==> config.mk <==
export PLATFORM = sky130hd
export DESIGN_NAME = beam_combiner
export DESIGN_NICKNAME = d
export VERILOG_FILES = /design/src/logic/beam_pkg.sv /design/src/logic/beam_combiner.sv
export SDC_FILE = /design/constraint.sdc
export NUM_CORES = 1
export LEC_CHECK = 0
export ABC_AREA = 1
export CELL_PAD_IN_SITES_DETAIL_PLACEMENT = 1
export CELL_PAD_IN_SITES_GLOBAL_PLACEMENT = 2
export CORE_AREA = 2 2 254 256
export DETAILED_ROUTE_END_ITERATION = 6
export DIE_AREA = 0 0 256 258
export DONT_BUFFER_PORTS = 1
export PLACE_DENSITY_LB_ADDON = 0.1
export RECOVER_POWER = 25
export SYNTH_ARGS = -nofsm -noshare
export SYNTH_HDL_FRONTEND = slang
export SYNTH_SLANG_ARGS = --single-unit
==> constraint.sdc <==
create_clock -name clock -period 17.1 [get_ports clock]
set_input_delay 1.71 -clock clock [delete_from_list [all_inputs] [get_ports clock]]
set_output_delay 1.71 -clock clock [all_outputs]
set_load 0.01 [all_outputs]
==> src/logic/beam_pkg.sv <==
// ----------------------------------------
// types and fixed-point constants for the four-channel beamformer
// samples are signed 16-bit two's complement, re and im
// weights are signed Q1.7, range -1 to 127/128
// the lane count cannot be changed per instance
// ----------------------------------------
`default_nettype none

package beam_pkg;

    // antenna channels that are combined into one output stream
    localparam int NUM_CHANNELS = 4;

    // complex samples per channel carried in one beat
    localparam int NUM_LANES = 4;

    localparam int SAMPLE_WIDTH = 16;
    localparam int WEIGHT_WIDTH = 8;

    // a Q1.7 weight has seven fraction bits, so each product is shifted right by this much
    localparam int WEIGHT_FRAC_BITS = 7;

    // one sample times one weight needs the sum of both widths
    localparam int PROD_WIDTH = SAMPLE_WIDTH + WEIGHT_WIDTH;

    // the difference or sum of two products needs one more bit before the shift
    localparam int ACC_WIDTH = PROD_WIDTH + 1;

    typedef struct packed {
        logic signed [SAMPLE_WIDTH-1:0] re;
        logic signed [SAMPLE_WIDTH-1:0] im;
    } cplx_sample_t;

    typedef struct packed {
        logic signed [WEIGHT_WIDTH-1:0] re;
        logic signed [WEIGHT_WIDTH-1:0] im;
    } cplx_weight_t;

    // one channel's share of a beat, lane 0 in the low bits
    typedef cplx_sample_t [NUM_LANES-1:0] chan_lanes_t;

    // input beat, all channels arrive together with one weight each
    typedef struct packed {
        chan_lanes_t  [NUM_CHANNELS-1:0] samples;
        cplx_weight_t [NUM_CHANNELS-1:0] weights;
        logic                            last;
    } in_beat_t;

    // every channel already multiplied by its weight and scaled back to 16 bits
    typedef struct packed {
        chan_lanes_t [NUM_CHANNELS-1:0] chan;
        logic                           last;
    } weighted_beat_t;

    // the beamformed result, one complex sample per lane
    typedef struct packed {
        chan_lanes_t lanes;
        logic        last;
    } out_beat_t;

endpackage

`default_nettype wire
==> src/logic/beam_combiner.sv <==
// ----------------------------------------
// sums the weighted channels lane by lane into one output stream
// real and imaginary parts are summed apart and wrap at 16 bits
// a single output register, held while the sink stalls
// ----------------------------------------
`default_nettype none

module beam_combiner (
    input  wire logic                      clock,
    input  wire logic                      resetn,
    input  wire beam_pkg::weighted_beat_t  f_data,
    input  wire logic                      f_valid,
    output logic                           f_ready,
    output beam_pkg::out_beat_t            out_data,
    output logic                           out_valid,
    input  wire logic                      out_ready
);

    beam_pkg::out_beat_t sum_next;
    logic                load;

    // the register can take a new beat when it is empty or being drained
    assign f_ready = !out_valid || out_ready;
    assign load    = f_valid && f_ready;

    // each partial sum is 16 bits wide, so overflow wraps the same way at every step
    always_comb begin
        sum_next.last = f_data.last;
        for (int k = 0; k < beam_pkg::NUM_LANES; k++) begin
            sum_next.lanes[k] = '0;
            for (int c = 0; c < beam_pkg::NUM_CHANNELS; c++) begin
                sum_next.lanes[k].re = sum_next.lanes[k].re + f_data.chan[c][k].re;
                sum_next.lanes[k].im = sum_next.lanes[k].im + f_data.chan[c][k].im;
            end
        end
    end

    always_ff @(posedge clock) begin
        if (!resetn) begin
            out_valid <= 1'b0;
        end else if (f_ready) begin
            out_valid <= f_valid;
        end
    end

    // last simply rides along with the sum of its beat
    always_ff @(posedge clock) begin
        if (load) begin
            out_data <= sum_next;
        end
    end

    // a stalled sink must see the same beat until it accepts it
    a_out_hold: assert property (@(posedge clock) disable iff (!resetn)
        out_valid && !out_ready |=> out_valid && $stable(out_data));

endmodule

`default_nettype wire

Word level (Yosys, flattened, before mapping)
Cells that the tools add are included.
{"block": "classes", "add_sub_neg": 24, "n_reduce_logical": 3}
{"operator": "adder 16 bit", "count": 24}
{"operator": "logical AND 1 bit", "count": 1}
{"operator": "logical NOT 1 bit", "count": 1}
{"operator": "logical OR 1 bit", "count": 1}
{"block": "word_totals", "regBits": 130, "elab_cells": 37, "input_bits": 517, "output_inout_bits": 131}

Depth between registers and ports, before layout
{"block": "logic_depth", "ltp_word": 3, "mapped_depth": 14, "ltp_nobuf": 14}

Worst setup path before layout
No wires, ideal clock.
{"block": "synth_timing", "path_kind": "in2reg", "from": "input port f_valid", "to": "register out_data[0] (netlist bit) (enable)", "arrival_ns": 7.959, "n_path_buf": 0, "stages": 2, "setup_slack_ns": 8.482, "t_required_ns": 16.440, "setup_ns": 0.660, "path_cell_list": "inv_1 a21oi_1"}
{"block": "synth_via", "elab_chain_cells": 1}
{"element": "from (decl)", "line": "beam_combiner.sv:12", "text": "input wire logic f_valid,"}
{"element": "logical AND 1 bit", "line": "beam_combiner.sv:24", "text": "assign load = f_valid && f_ready;"}
{"element": "named net load", "line": "beam_combiner.sv:20", "text": "logic load;"}
{"element": "to (signal assigned)", "line": "beam_combiner.sv:49", "text": "out_data <= sum_next;"}
{"element": "to (decl)", "line": "beam_combiner.sv:14", "text": "output beam_pkg::out_beat_t out_data,"}
The timed path passes the listed nets, and every way through them passes these cells.
A chain may end at the register's enable or synchronous reset.

==> flow_summary.ini <==
[clock_network]
ctsResizeCount = 0
cts_tree = built
numCtsBuffers = 17
ctsHoldBuffers = 0
clk_latency_ps = 490
postCtsSetupRepairBufs = 0
cts.path.max_buffers = 2
clock-root-buffer = clkbuf_16
htreeDepth = 4
cts.sinks = 130
clkSlewWorstSetupHoldPaths_ps = 70

[timing]
finalMaxSlewViolations = 16
fin_skew_ps = 12.0
worst_pin_slew_ps = 1660
fin_crit_sh_pct = 22.8
period_needed_ps = 3910
setup_viol = 0
worst_slack_ps = 13190
fmaxAchievable_mhz = 256
hold_viol_final = 0
max-slew-margin-rel_pct = -10.5
rsz0062_at_grt = false
hold_ws_ps = 731
setup_tns_ps = 0

[logic_synthesis]
synth-seq-area-share_pct = 21.3
syn_area_per_cell_sq_um = 7.46
ys.warnings.count = 0
synth-seq-cells = 130
netlist_instances = 2449
synth.distinct_cells = 20
syn_area_sq_mm = 0.0183
synth_nets = 3326

[worst_hold_path]
min_from = out_valid
worst_hold_path.endpoint = out_valid
hold_class = flop to flop
hold_depth = 2

[route]
drc_errors = 0
via_per_inst = 4.29
drt_wl_total_mm = 56.1
drtIter0Drc = 456
antenna_left = 0
wl_per_cell_microns = 16.8
vias = 14300
dr.pass1.iters = 4

[floorplan]
fp-row-count = 93
initial_core_util_pct = 28.7
fp.dieW_microns = 256
die_h_microns = 258
dieArea_sq_mm = 0.0660
io_pins = 648
coreArea_sq_mm = 0.0636

[power_and_ir_drop]
finalPower_mw = 2.35
powerDensity_mw_per_mm2 = 118
p_leak_nw = 11.6
peakVddDrop_v = 0.0000747

[critical_path]
critPathArrivalTime_ps = 4150
cp-start-kind = input pin
worstSetupPathType = input pin to flop
cp_max_fo = 4
required_ps = 17340
end_kind = flop
r2r_setup_slack_ps = 14050
regToRegEndpoint = out_data[49]
reg2reg_from = out_valid
r2r_cells = 2

[placed_design]
dp_hpwl_mm = 50.5
gp_congestion = 0.880
dp.cells = 3306
dpl_worst_slack_ps = 12680
placed_cell_area_sq_mm = 0.0194
portBuffers = 0

[grt]
grt_max_degree = 64
grt_util_all_layers_pct = 17.3
grt_pass1_vias = 15700
grt_pass1_wl_mm = 87.4
antenna_found_initial = 3
overflow = 0

[flow_run]
cap_viol_max_count = 1

[final_layout]
fin_nets = 3347
final_common_cell = inv_1
layoutNonFillerInstCount = 3339
fin_area_sq_mm = 0.0200
fillers = 7823
final_util_pct = 31.4
final_cell_mix = inv_1, nand2_1, fa_1, edfxtp_1, ha_1
drive_above_1_share_pct = 1.61
syn_to_final_growth_pct = 9.32

[run_status]
violations = capacitance limit, slew limit
status = finished with violations
-- kinds of logic after synthesis --
| logic type | count (synthesis) | synth area share, % |
|---|---|---|
| compound gates | 93 | 2.64 |
| xor+xnor | 66 | 3.16 |
| fa+ha+maj | 360 | 34.5 |
| buf+inv | 888 | 18.2 |
| flops | 130 | 21.3 |
| simple gates | 912 | 20.2 |
-- cells in the mapped netlist (all sizes together) --
library cell	count	share of area, %
and2	13	0.44
edfxtp	129	21
fa	240	26
a21boi	1	0.041
a21oi	80	2.2
ha	120	8.2
o21bai	4	0.16
nand3	109	3.0
nor2	114	2.4
o21ai	8	0.22
xor2	45	2.2
nand4	30	1.0
inv	888	18
xnor2	21	1.0
nor3	3	0.082
dfxtp	1	0.11
nand2	643	13
-- flip-flops by register name (all words and copies together), names as in the netlist --
register and count:
out_data 129, out_valid 1
-- final cells by class --
class,instances,area (sq um),share of cell area (%)
Multi-Input combinational cell,1431,11100,55.3
Sequential cell,130,3890,19.5
Inverter,888,3330,16.7
Tap cell,855,1070,5.35
Clock buffer,18,429,2.15
Clock inverter,14,188,0.939
Timing Repair Buffer,2,15.0,0.0751
Antenna cell,1,2.50,0.0125
-- worst max-delay path by stage --
stage / from / slack (ps) / end / cells after the start
after global routing: f_data[50] / 13050 / out_data[64] / 12
after global placement: f_data[34] / 12740 / out_data[46] / 10
after CTS: f_data[34] / 13220 / out_data[48] / 10
after floorplan: f_valid / 8480 / out_data[0] / 2
final: f_data[34] / 13190 / out_data[46] / 10
after detailed placement: f_data[34] / 12680 / out_data[46] / 10
-- power by group --
group | internal [mW] | switching, mW
Clock | 0.243 | 0.172
Sequential | 0.537 | 0.145
Combinational | 0.455 | 0.797
Total | 1.24 | 1.11
-- metal layers --
layer | part of all wire, % | wire (microns) | GRT usage, % | up-vias
met5 | 0.041 | 23 | 0 | -
met3 | 5.7 | 3220 | 4.98 | 57
met4 | 2.3 | 1310 | 5.57 | 4
met2 | 51 | 28400 | 30.5 | 327
met1 | 41 | 23100 | 20.1 | 6875
li1 | - | - | - | 7061
-- critical path, stage by stage --
cell and delay (ps):
fa_1 540, fa_1 420, ha_1 350, fa_1 580, nand3_1 130, nand2_1 110, nand3_1 110, nand3_1 70
nand2_1 60, nand2_1 50
(Power assumes the default switching activity.)
