[src/logic/beam_pkg.sv]
// ----------------------------------------
// types and fixed-point constants for the four-channel beamformer
// samples are signed 16-bit two's complement, re and im
// weights are signed Q1.7, range -1 to 127/128
// the lane count cannot be changed per instance
// ----------------------------------------
`default_nettype none

package beam_pkg;

    // antenna channels that are combined into one output stream
    localparam int NUM_CHANNELS = 4;

    // complex samples per channel carried in one beat
    localparam int NUM_LANES = 4;

    localparam int SAMPLE_WIDTH = 16;
    localparam int WEIGHT_WIDTH = 8;

    // a Q1.7 weight has seven fraction bits, so each product is shifted right by this much
    localparam int WEIGHT_FRAC_BITS = 7;

    // one sample times one weight needs the sum of both widths
    localparam int PROD_WIDTH = SAMPLE_WIDTH + WEIGHT_WIDTH;

    // the difference or sum of two products needs one more bit before the shift
    localparam int ACC_WIDTH = PROD_WIDTH + 1;

    typedef struct packed {
        logic signed [SAMPLE_WIDTH-1:0] re;
        logic signed [SAMPLE_WIDTH-1:0] im;
    } cplx_sample_t;

    typedef struct packed {
        logic signed [WEIGHT_WIDTH-1:0] re;
        logic signed [WEIGHT_WIDTH-1:0] im;
    } cplx_weight_t;

    // one channel's share of a beat, lane 0 in the low bits
    typedef cplx_sample_t [NUM_LANES-1:0] chan_lanes_t;

    // input beat, all channels arrive together with one weight each
    typedef struct packed {
        chan_lanes_t  [NUM_CHANNELS-1:0] samples;
        cplx_weight_t [NUM_CHANNELS-1:0] weights;
        logic                            last;
    } in_beat_t;

    // every channel already multiplied by its weight and scaled back to 16 bits
    typedef struct packed {
        chan_lanes_t [NUM_CHANNELS-1:0] chan;
        logic                           last;
    } weighted_beat_t;

    // the beamformed result, one complex sample per lane
    typedef struct packed {
        chan_lanes_t lanes;
        logic        last;
    } out_beat_t;

endpackage

`default_nettype wire
[src/logic/beam_fifo.sv]
// ----------------------------------------
// synchronous FIFO of weighted beats
// fifo_depth must be a power of two of at least 2
// the head is shown combinationally from the memory
// a write and a read may happen in the same cycle
// a full FIFO drops w_ready and takes no write even while it is read
// ----------------------------------------
`default_nettype none

module beam_fifo #(
    parameter int fifo_depth = 4
) (
    input  wire logic                      clock,
    input  wire logic                      resetn,
    input  wire beam_pkg::weighted_beat_t  w_data,
    input  wire logic                      w_valid,
    output logic                           w_ready,
    output beam_pkg::weighted_beat_t       f_data,
    output logic                           f_valid,
    input  wire logic                      f_ready
);

    localparam int PTR_W   = $clog2(fifo_depth);
    localparam int COUNT_W = PTR_W + 1;

    beam_pkg::weighted_beat_t mem [fifo_depth];
    logic [PTR_W-1:0]         wr_ptr;
    logic [PTR_W-1:0]         rd_ptr;
    logic [COUNT_W-1:0]       count;
    logic                     wr_en;
    logic                     rd_en;

    assign w_ready = count != COUNT_W'(fifo_depth);
    assign f_valid = count != '0;
    assign f_data  = mem[rd_ptr];

    assign wr_en = w_valid && w_ready;
    assign rd_en = f_valid && f_ready;

    always_ff @(posedge clock) begin
        if (wr_en) begin
            mem[wr_ptr] <= w_data;
        end
    end

    // the pointers wrap on their own because the depth is a power of two
    always_ff @(posedge clock) begin
        if (!resetn) begin
            wr_ptr <= '0;
            rd_ptr <= '0;
            count  <= '0;
        end else begin
            if (wr_en) begin
                wr_ptr <= wr_ptr + 1'b1;
            end
            if (rd_en) begin
                rd_ptr <= rd_ptr + 1'b1;
            end
            case ({wr_en, rd_en})
                2'b10:   count <= count + 1'b1;
                2'b01:   count <= count - 1'b1;
                default: count <= count;
            endcase
        end
    end

    // the count must agree with the pointer distance and never pass the depth
    a_count_ok: assert property (@(posedge clock) disable iff (!resetn)
        count <= COUNT_W'(fifo_depth) && count[PTR_W-1:0] == PTR_W'(wr_ptr - rd_ptr));

    // a read needs a stored beat, so the pointers differ unless the FIFO is full
    a_no_empty_read: assert property (@(posedge clock) disable iff (!resetn)
        rd_en |-> wr_ptr != rd_ptr || count == COUNT_W'(fifo_depth));

endmodule

`default_nettype wire

[config.mk]
export PLATFORM = sky130hd
export DESIGN_NAME = beam_fifo
export DESIGN_NICKNAME = d
export VERILOG_FILES = /design/src/logic/beam_pkg.sv /design/src/logic/beam_fifo.sv
export SDC_FILE = /design/constraint.sdc
export NUM_CORES = 1
export LEC_CHECK = 0
export BUFFER_PORTS_ARGS = -buffer_cell sky130_fd_sc_hd__buf_2
export CAP_MARGIN = 20
export CORE_ASPECT_RATIO = 2
export CORE_MARGIN = 10
export CORE_UTILIZATION = 25
export DETAILED_ROUTE_END_ITERATION = 12
export SYNTH_ARGS = -nofsm -noshare
export SYNTH_HDL_FRONTEND = slang
export SYNTH_SLANG_ARGS = --single-unit
export TNS_END_PERCENT = 5
[constraint.sdc]
create_clock -name clock -period 14.07 [get_ports clock]
set_clock_uncertainty 0.2 [all_clocks]
set_input_delay 0.7035 -clock clock [delete_from_list [all_inputs] [get_ports clock]]
set_output_delay 0.7035 -clock clock [all_outputs]
set_load 0.01 [all_outputs]
[Word level (Yosys, flattened, before mapping)]
Memory sizes are Yosys's and may differ from the RTL's. A register that Yosys moved wholly into a read port is not among the register bits.
Index checks and enable logic that the tools add are counted.
Word-level totals
  bits in latches: 0
  bits in read-only memories: 0
  memories kept: 1
  bits in registers: 7
  logic and storage cells: 20
  output and inout bits: 515
  memory bits (writable): 2052
  input port bits: 517
Operators by class
  bitwise logic cells: 0
  shifts and indexed selects: 0
  multiplexer cells: 5
  multiply operators: 0
  $add $sub $neg: 4
  div/mod/pow operators: 0
  magnitude comparators: 0
  reduce and logical (&&, ||, !) cells: 4
  eq/ne operators: 3
Memories
  mem: depth 4, bits a word 513, rd ports 1, clocked after memory_dff 1, write ports 1, line beam_fifo.sv:26  | beam_pkg::weighted_beat_t mem [fifo_depth];
Operator list (count)
  $pmux 3 s2: 1
  $add 2x1->2 const B: 2
  $mux 2: 2
  $add 3x1->3 const B: 1
  $ne 3x3->1 const B: 1
  $reduce_bool 3->1: 1
  $sub 3x1->3 const B: 1
  $eq 2x1->1 const B: 1
  $eq 2x2->1 const B: 1
  $logic_and 1x1->1: 2
  $mux 1: 2
  $reduce_bool 2->1: 1

[Depth between registers and ports, before layout]
  word-level depth: 4
  depth in mapped cells: 9
  depth with buffers taken out: 9

[Worst setup path after synthesis]
Ideal clock, no wire load.
  path kind: input to register
  start: in w_valid
  end: mem mem[2][0] in the netlist's numbering (enable)
  arrival: 12.688 ns
  buffers on the path: 0
  stages on the path: 2
  setup time: 0.945 ns
  path slack: 0.238 ns
  data required time: 12.925 ns
  path through: a21boi_1 > and2_1
Between the ends
  longest elaborated chain between the ends: 3
Ends and longest elaborated chain
  start: declaration: line beam_fifo.sv:16  | input wire logic w_valid,
  $logic_and 1x1->1: line beam_fifo.sv:37  | assign wr_en = w_valid && w_ready;
  $mux 1: line beam_fifo.sv:41  | if (wr_en) begin
  $mux 1 (implied by the code): line beam_fifo.sv:42  | mem[wr_ptr] <= w_data;
  end: declaration: line beam_fifo.sv:26
No other way between the ends.

==> summary.txt <==
DIE AREA -> 322000 um2
Remaining antenna violation count -> 0
Endpoints failing setup -> 0
Final setup TNS -> 0 ns
Fraction of layout cells with a size suffix above 1 -> 40.9%
Placement-stage worst setup slack -> 8.87 ns
Io pins -> 1032
Critical path arrival -> 4.85 ns
Area growth from synthesis to layout -> 28.3%
Combinational family with the most area after synthesis -> multiplexers
RSZ-0062 raised after global routing -> no
Share of synthesized cell area in full adder, half adder and majority cells -> 0.111%
Ordered cell list for the critical path -> buf_4, buf_4, buf_4, mux4_2, buf_2
Global placement routability congestion -> 0.763
Total number of nets in the final design -> 4921
Worst slew slack as a fraction of its limit -> 20.8%
Worst Setup Path Type -> register to output port
DRT Pass-1 Iters -> 7
Routed length per placed instance -> 24.0 um
Stage delay of the slowest cell on the critical path -> 0.94 ns
Post-synth design cell area -> 74500 um2
Placed instance count -> 7541
Routed WL -> 203 mm
Post-route core utilization -> 32.2%
Most prevalent standard cell on the critical path -> buf_4
Critical path's slowest cell -> dfxtp_4
Endpoint kind of the worst setup timing path -> output port
PwrDens -> 176 nW/um2
Clock sink count -> 2061
Starting Density -> 25.1%
Clock latency on the worst-skew pair -> 0.82 ns
Cells after Synth -> 2731
Number of buffers added by the clock tree synthesis step -> 188
Logic depth of the worst register-to-register path -> 6
Post-DP HPWL -> 140 mm
Number of warning messages in the yosys log -> 0
Final worst path period need -> 5.76 ns
Average footprint of a synthesized cell -> 27.3 um2
Drt initial violations -> 2611
Count of unique library cells instantiated by Yosys -> 24
Status -> complete, no violations
Maximum number of pins on one net before global-route repair -> 126
Post-synthesis simple-gate area fraction -> 0.128%
Post-Layout Cell Count -> 8450
Beginning of the worst register-to-register path -> count[0]$_SDFFE_PN0P_
Via Count -> 36300
Vias/cell -> 4.30
Xor/xnor share of the synthesized area -> 0.0470%
FF-to-FF setup slack -> 9.35 ns
Sum of buffers and inverters on the critical path -> 4
Maximum root-to-sink buffer count -> 4
Setup slack of the critical path after layout -> 8.31 ns
Yosys top cell area share -> 82.7%
Max IR drop VDD -> 0.000152 V
End of the worst register-to-register path -> mem[2][391]$_DFFE_PP_
Share of the synthesized area in compound gates (AO/OA/AOI/OAI) -> 0.0571%
Number of resized instances in the post-cts repair step -> 0
Upper clock frequency limit -> 174 MHz
Final Max Slew Viols -> 0
Kind of start point of the critical path -> register
Net Count, Synth -> 3254
Number of global-route vias before repair -> 39300
Actual transition at the worst max-transition pin -> 1.19 ns
Fraction of the cycle the final worst path needs -> 40.9%
Clock slew seen by the registers of the worst setup and hold paths -> 0.06 ns
Number of antenna violations at the first check in global routing -> 101
Cell taking the most area after synthesis -> edfxtp_1
All-Layer GR Usage -> 12.1%
Number of hold violations in the final report -> 0
Crit path max-delay family -> buffers and inverters
Synth top area cells -> edfxtp_1, mux4_2, buf_6
Worst setup path end -> f_data[240]
Port-buffer cells -> 1031
Proportion of synthesized area in mux cells -> 15.5%
Worst endpoint required time -> 13.17 ns
CTS tree -> built
DR DRC count -> 0
Number of placement rows -> 283
P_leak -> 31.2 nW
Maximum fanout along the worst path -> 62
CORE AREA -> 297000 um2
Total power -> 16.9 mW
Path category of the worst min-delay check -> primary input to register
Post-synthesis sequential area ratio -> 82.9%
Wire length of the first global-routing pass -> 290 mm
CTS Root Cell -> clkbuf_16
Number of synthesized register bits -> 2061
Die Wd -> 406 um
Aggregate global routing overflow -> 0
Die boundary height -> 792 um
Max H-tree Level -> 4
Number of violations of the max-capacitance limit -> 0
Total stage count of the critical path -> 5
## cell type report
| class | instances | area, um2 |
|---|---|---|
| clock inverter | 105 | 1310 |
| sequential | 2061 | 61800 |
| inverter | 6 | 22.5 |
| clock buffer | 227 | 4890 |
| fill | 27900 | 201000 |
| multi-input combinational | 549 | 11800 |
| tap | 3847 | 4810 |
| antenna | 63 | 158 |
| timing repair buffer | 1592 | 10800 |
## where the power goes
group	switching, mW	internal, mW
Sequential	0.146	7.40
Combinational	2.37	1.77
Clock	2.22	2.97
## how the worst min path moves through the flow
| stage | from | depth (start not counted) | endpoint | slack, ns |
|---|---|---|---|---|
| floorplan | wr_ptr[1]$_SDFFE_PN0P_ | 2 | wr_ptr[1]$_SDFFE_PN0P_ | 0.27 |
| global placement | wr_ptr[1]$_SDFFE_PN0P_ | 2 | wr_ptr[1]$_SDFFE_PN0P_ | 0.28 |
| detailed placement | wr_ptr[1]$_SDFFE_PN0P_ | 2 | wr_ptr[1]$_SDFFE_PN0P_ | 0.31 |
| CTS | w_valid | 3 | wr_ptr[1]$_SDFFE_PN0P_ | 0.07 |
| global route | f_ready | 4 | register | 0.13 |
| finish | w_valid | 3 | wr_ptr[1]$_SDFFE_PN0P_ | 0.19 |
## metal layers
layer / vias to the layer above / global-route usage (%) / part of all wire [%]
met3: 311 / 5.56 / 13
met5: - / 0 / 0.13
met4: 42 / 3.74 / 2.9
li1: 15300 / - / -
met1: 19000 / 14.5 / 38
met2: 1707 / 19.4 / 46
## through the flow
stage | instance area [um2] | hold WS (ns)
after floorplan | 74500 | 0.268
after global placement | 84100 | 0.278
after detailed placement | 84100 | 0.307
after CTS | 95500 | 0.0693
after global routing | 95600 | 0.130
final | 95700 | 0.185
## cells by family after synthesis
kind of cell | count (synthesis)
flip-flops | 2061
multiplexers | 515
buffers and inverters | 121
AND/OR/NAND/NOR | 18
AO/OA/AOI/OAI | 6
adder cells (fa/ha/maj) | 6
XOR/XNOR | 4
## layout by cell type, fill, tap and decap left out, types with 3 or more instances in the layout
master / count
and2_1: 3
and2_4: 4
buf_12: 12
buf_2: 1031
buf_4: 35
bufinv_16: 26
clkbuf_1: 36
clkbuf_16: 189
clkinv_1: 35
clkinv_16: 3
clkinv_2: 22
clkinv_8: 3
clkinvlp_4: 6
dfxtp_1: 7
diode_2: 63
dlygate4sd3_1: 514
edfxtp_1: 2052
ha_1: 5
inv_1: 6
inv_6: 5
inv_8: 3
mux4_2: 513
nand2_1: 6
xnor2_1: 3
## cells in the mapped netlist
cell type,count
fa_1,1
mux2i_1,2
nor2_1,1
xnor2_1,3
a21boi_1,1
nand2_1,6
a21boi_0,1
dfxtp_1,9
buf_1,2
edfxtp_1,2052
or3_1,2
o21ai_0,2
inv_1,6
o31a_1,1
o311ai_0,1
nor2b_1,2
clkbuf_1,8
xor2_1,1
buf_2,49
mux4_2,513
buf_6,52
and2_1,7
ha_1,5
buf_4,4
## flip-flops by register name, indices dropped and copies added (netlist names), named ones only
register  flops
wr_ptr        2
mem        2052
count         3
rd_ptr        2
## worst reg2reg max path: stages (launching register included)
cell and delay, ns:
dfxtp_1 0.42, nor2_1 0.09, a21boi_1 0.49, and2_4 0.88, buf_12 0.60, buf_12 0.68
buf_4 0.94
## what timing repair did
| action | in CTS | in global routing |
|---|---|---|
| hold buffers | 514 | 0 |
| setup buffers | 0 | 0 |
| hold endpoints to repair | 2061 | 0 |
No activity file was read; power rests on OpenSTA's default activity.
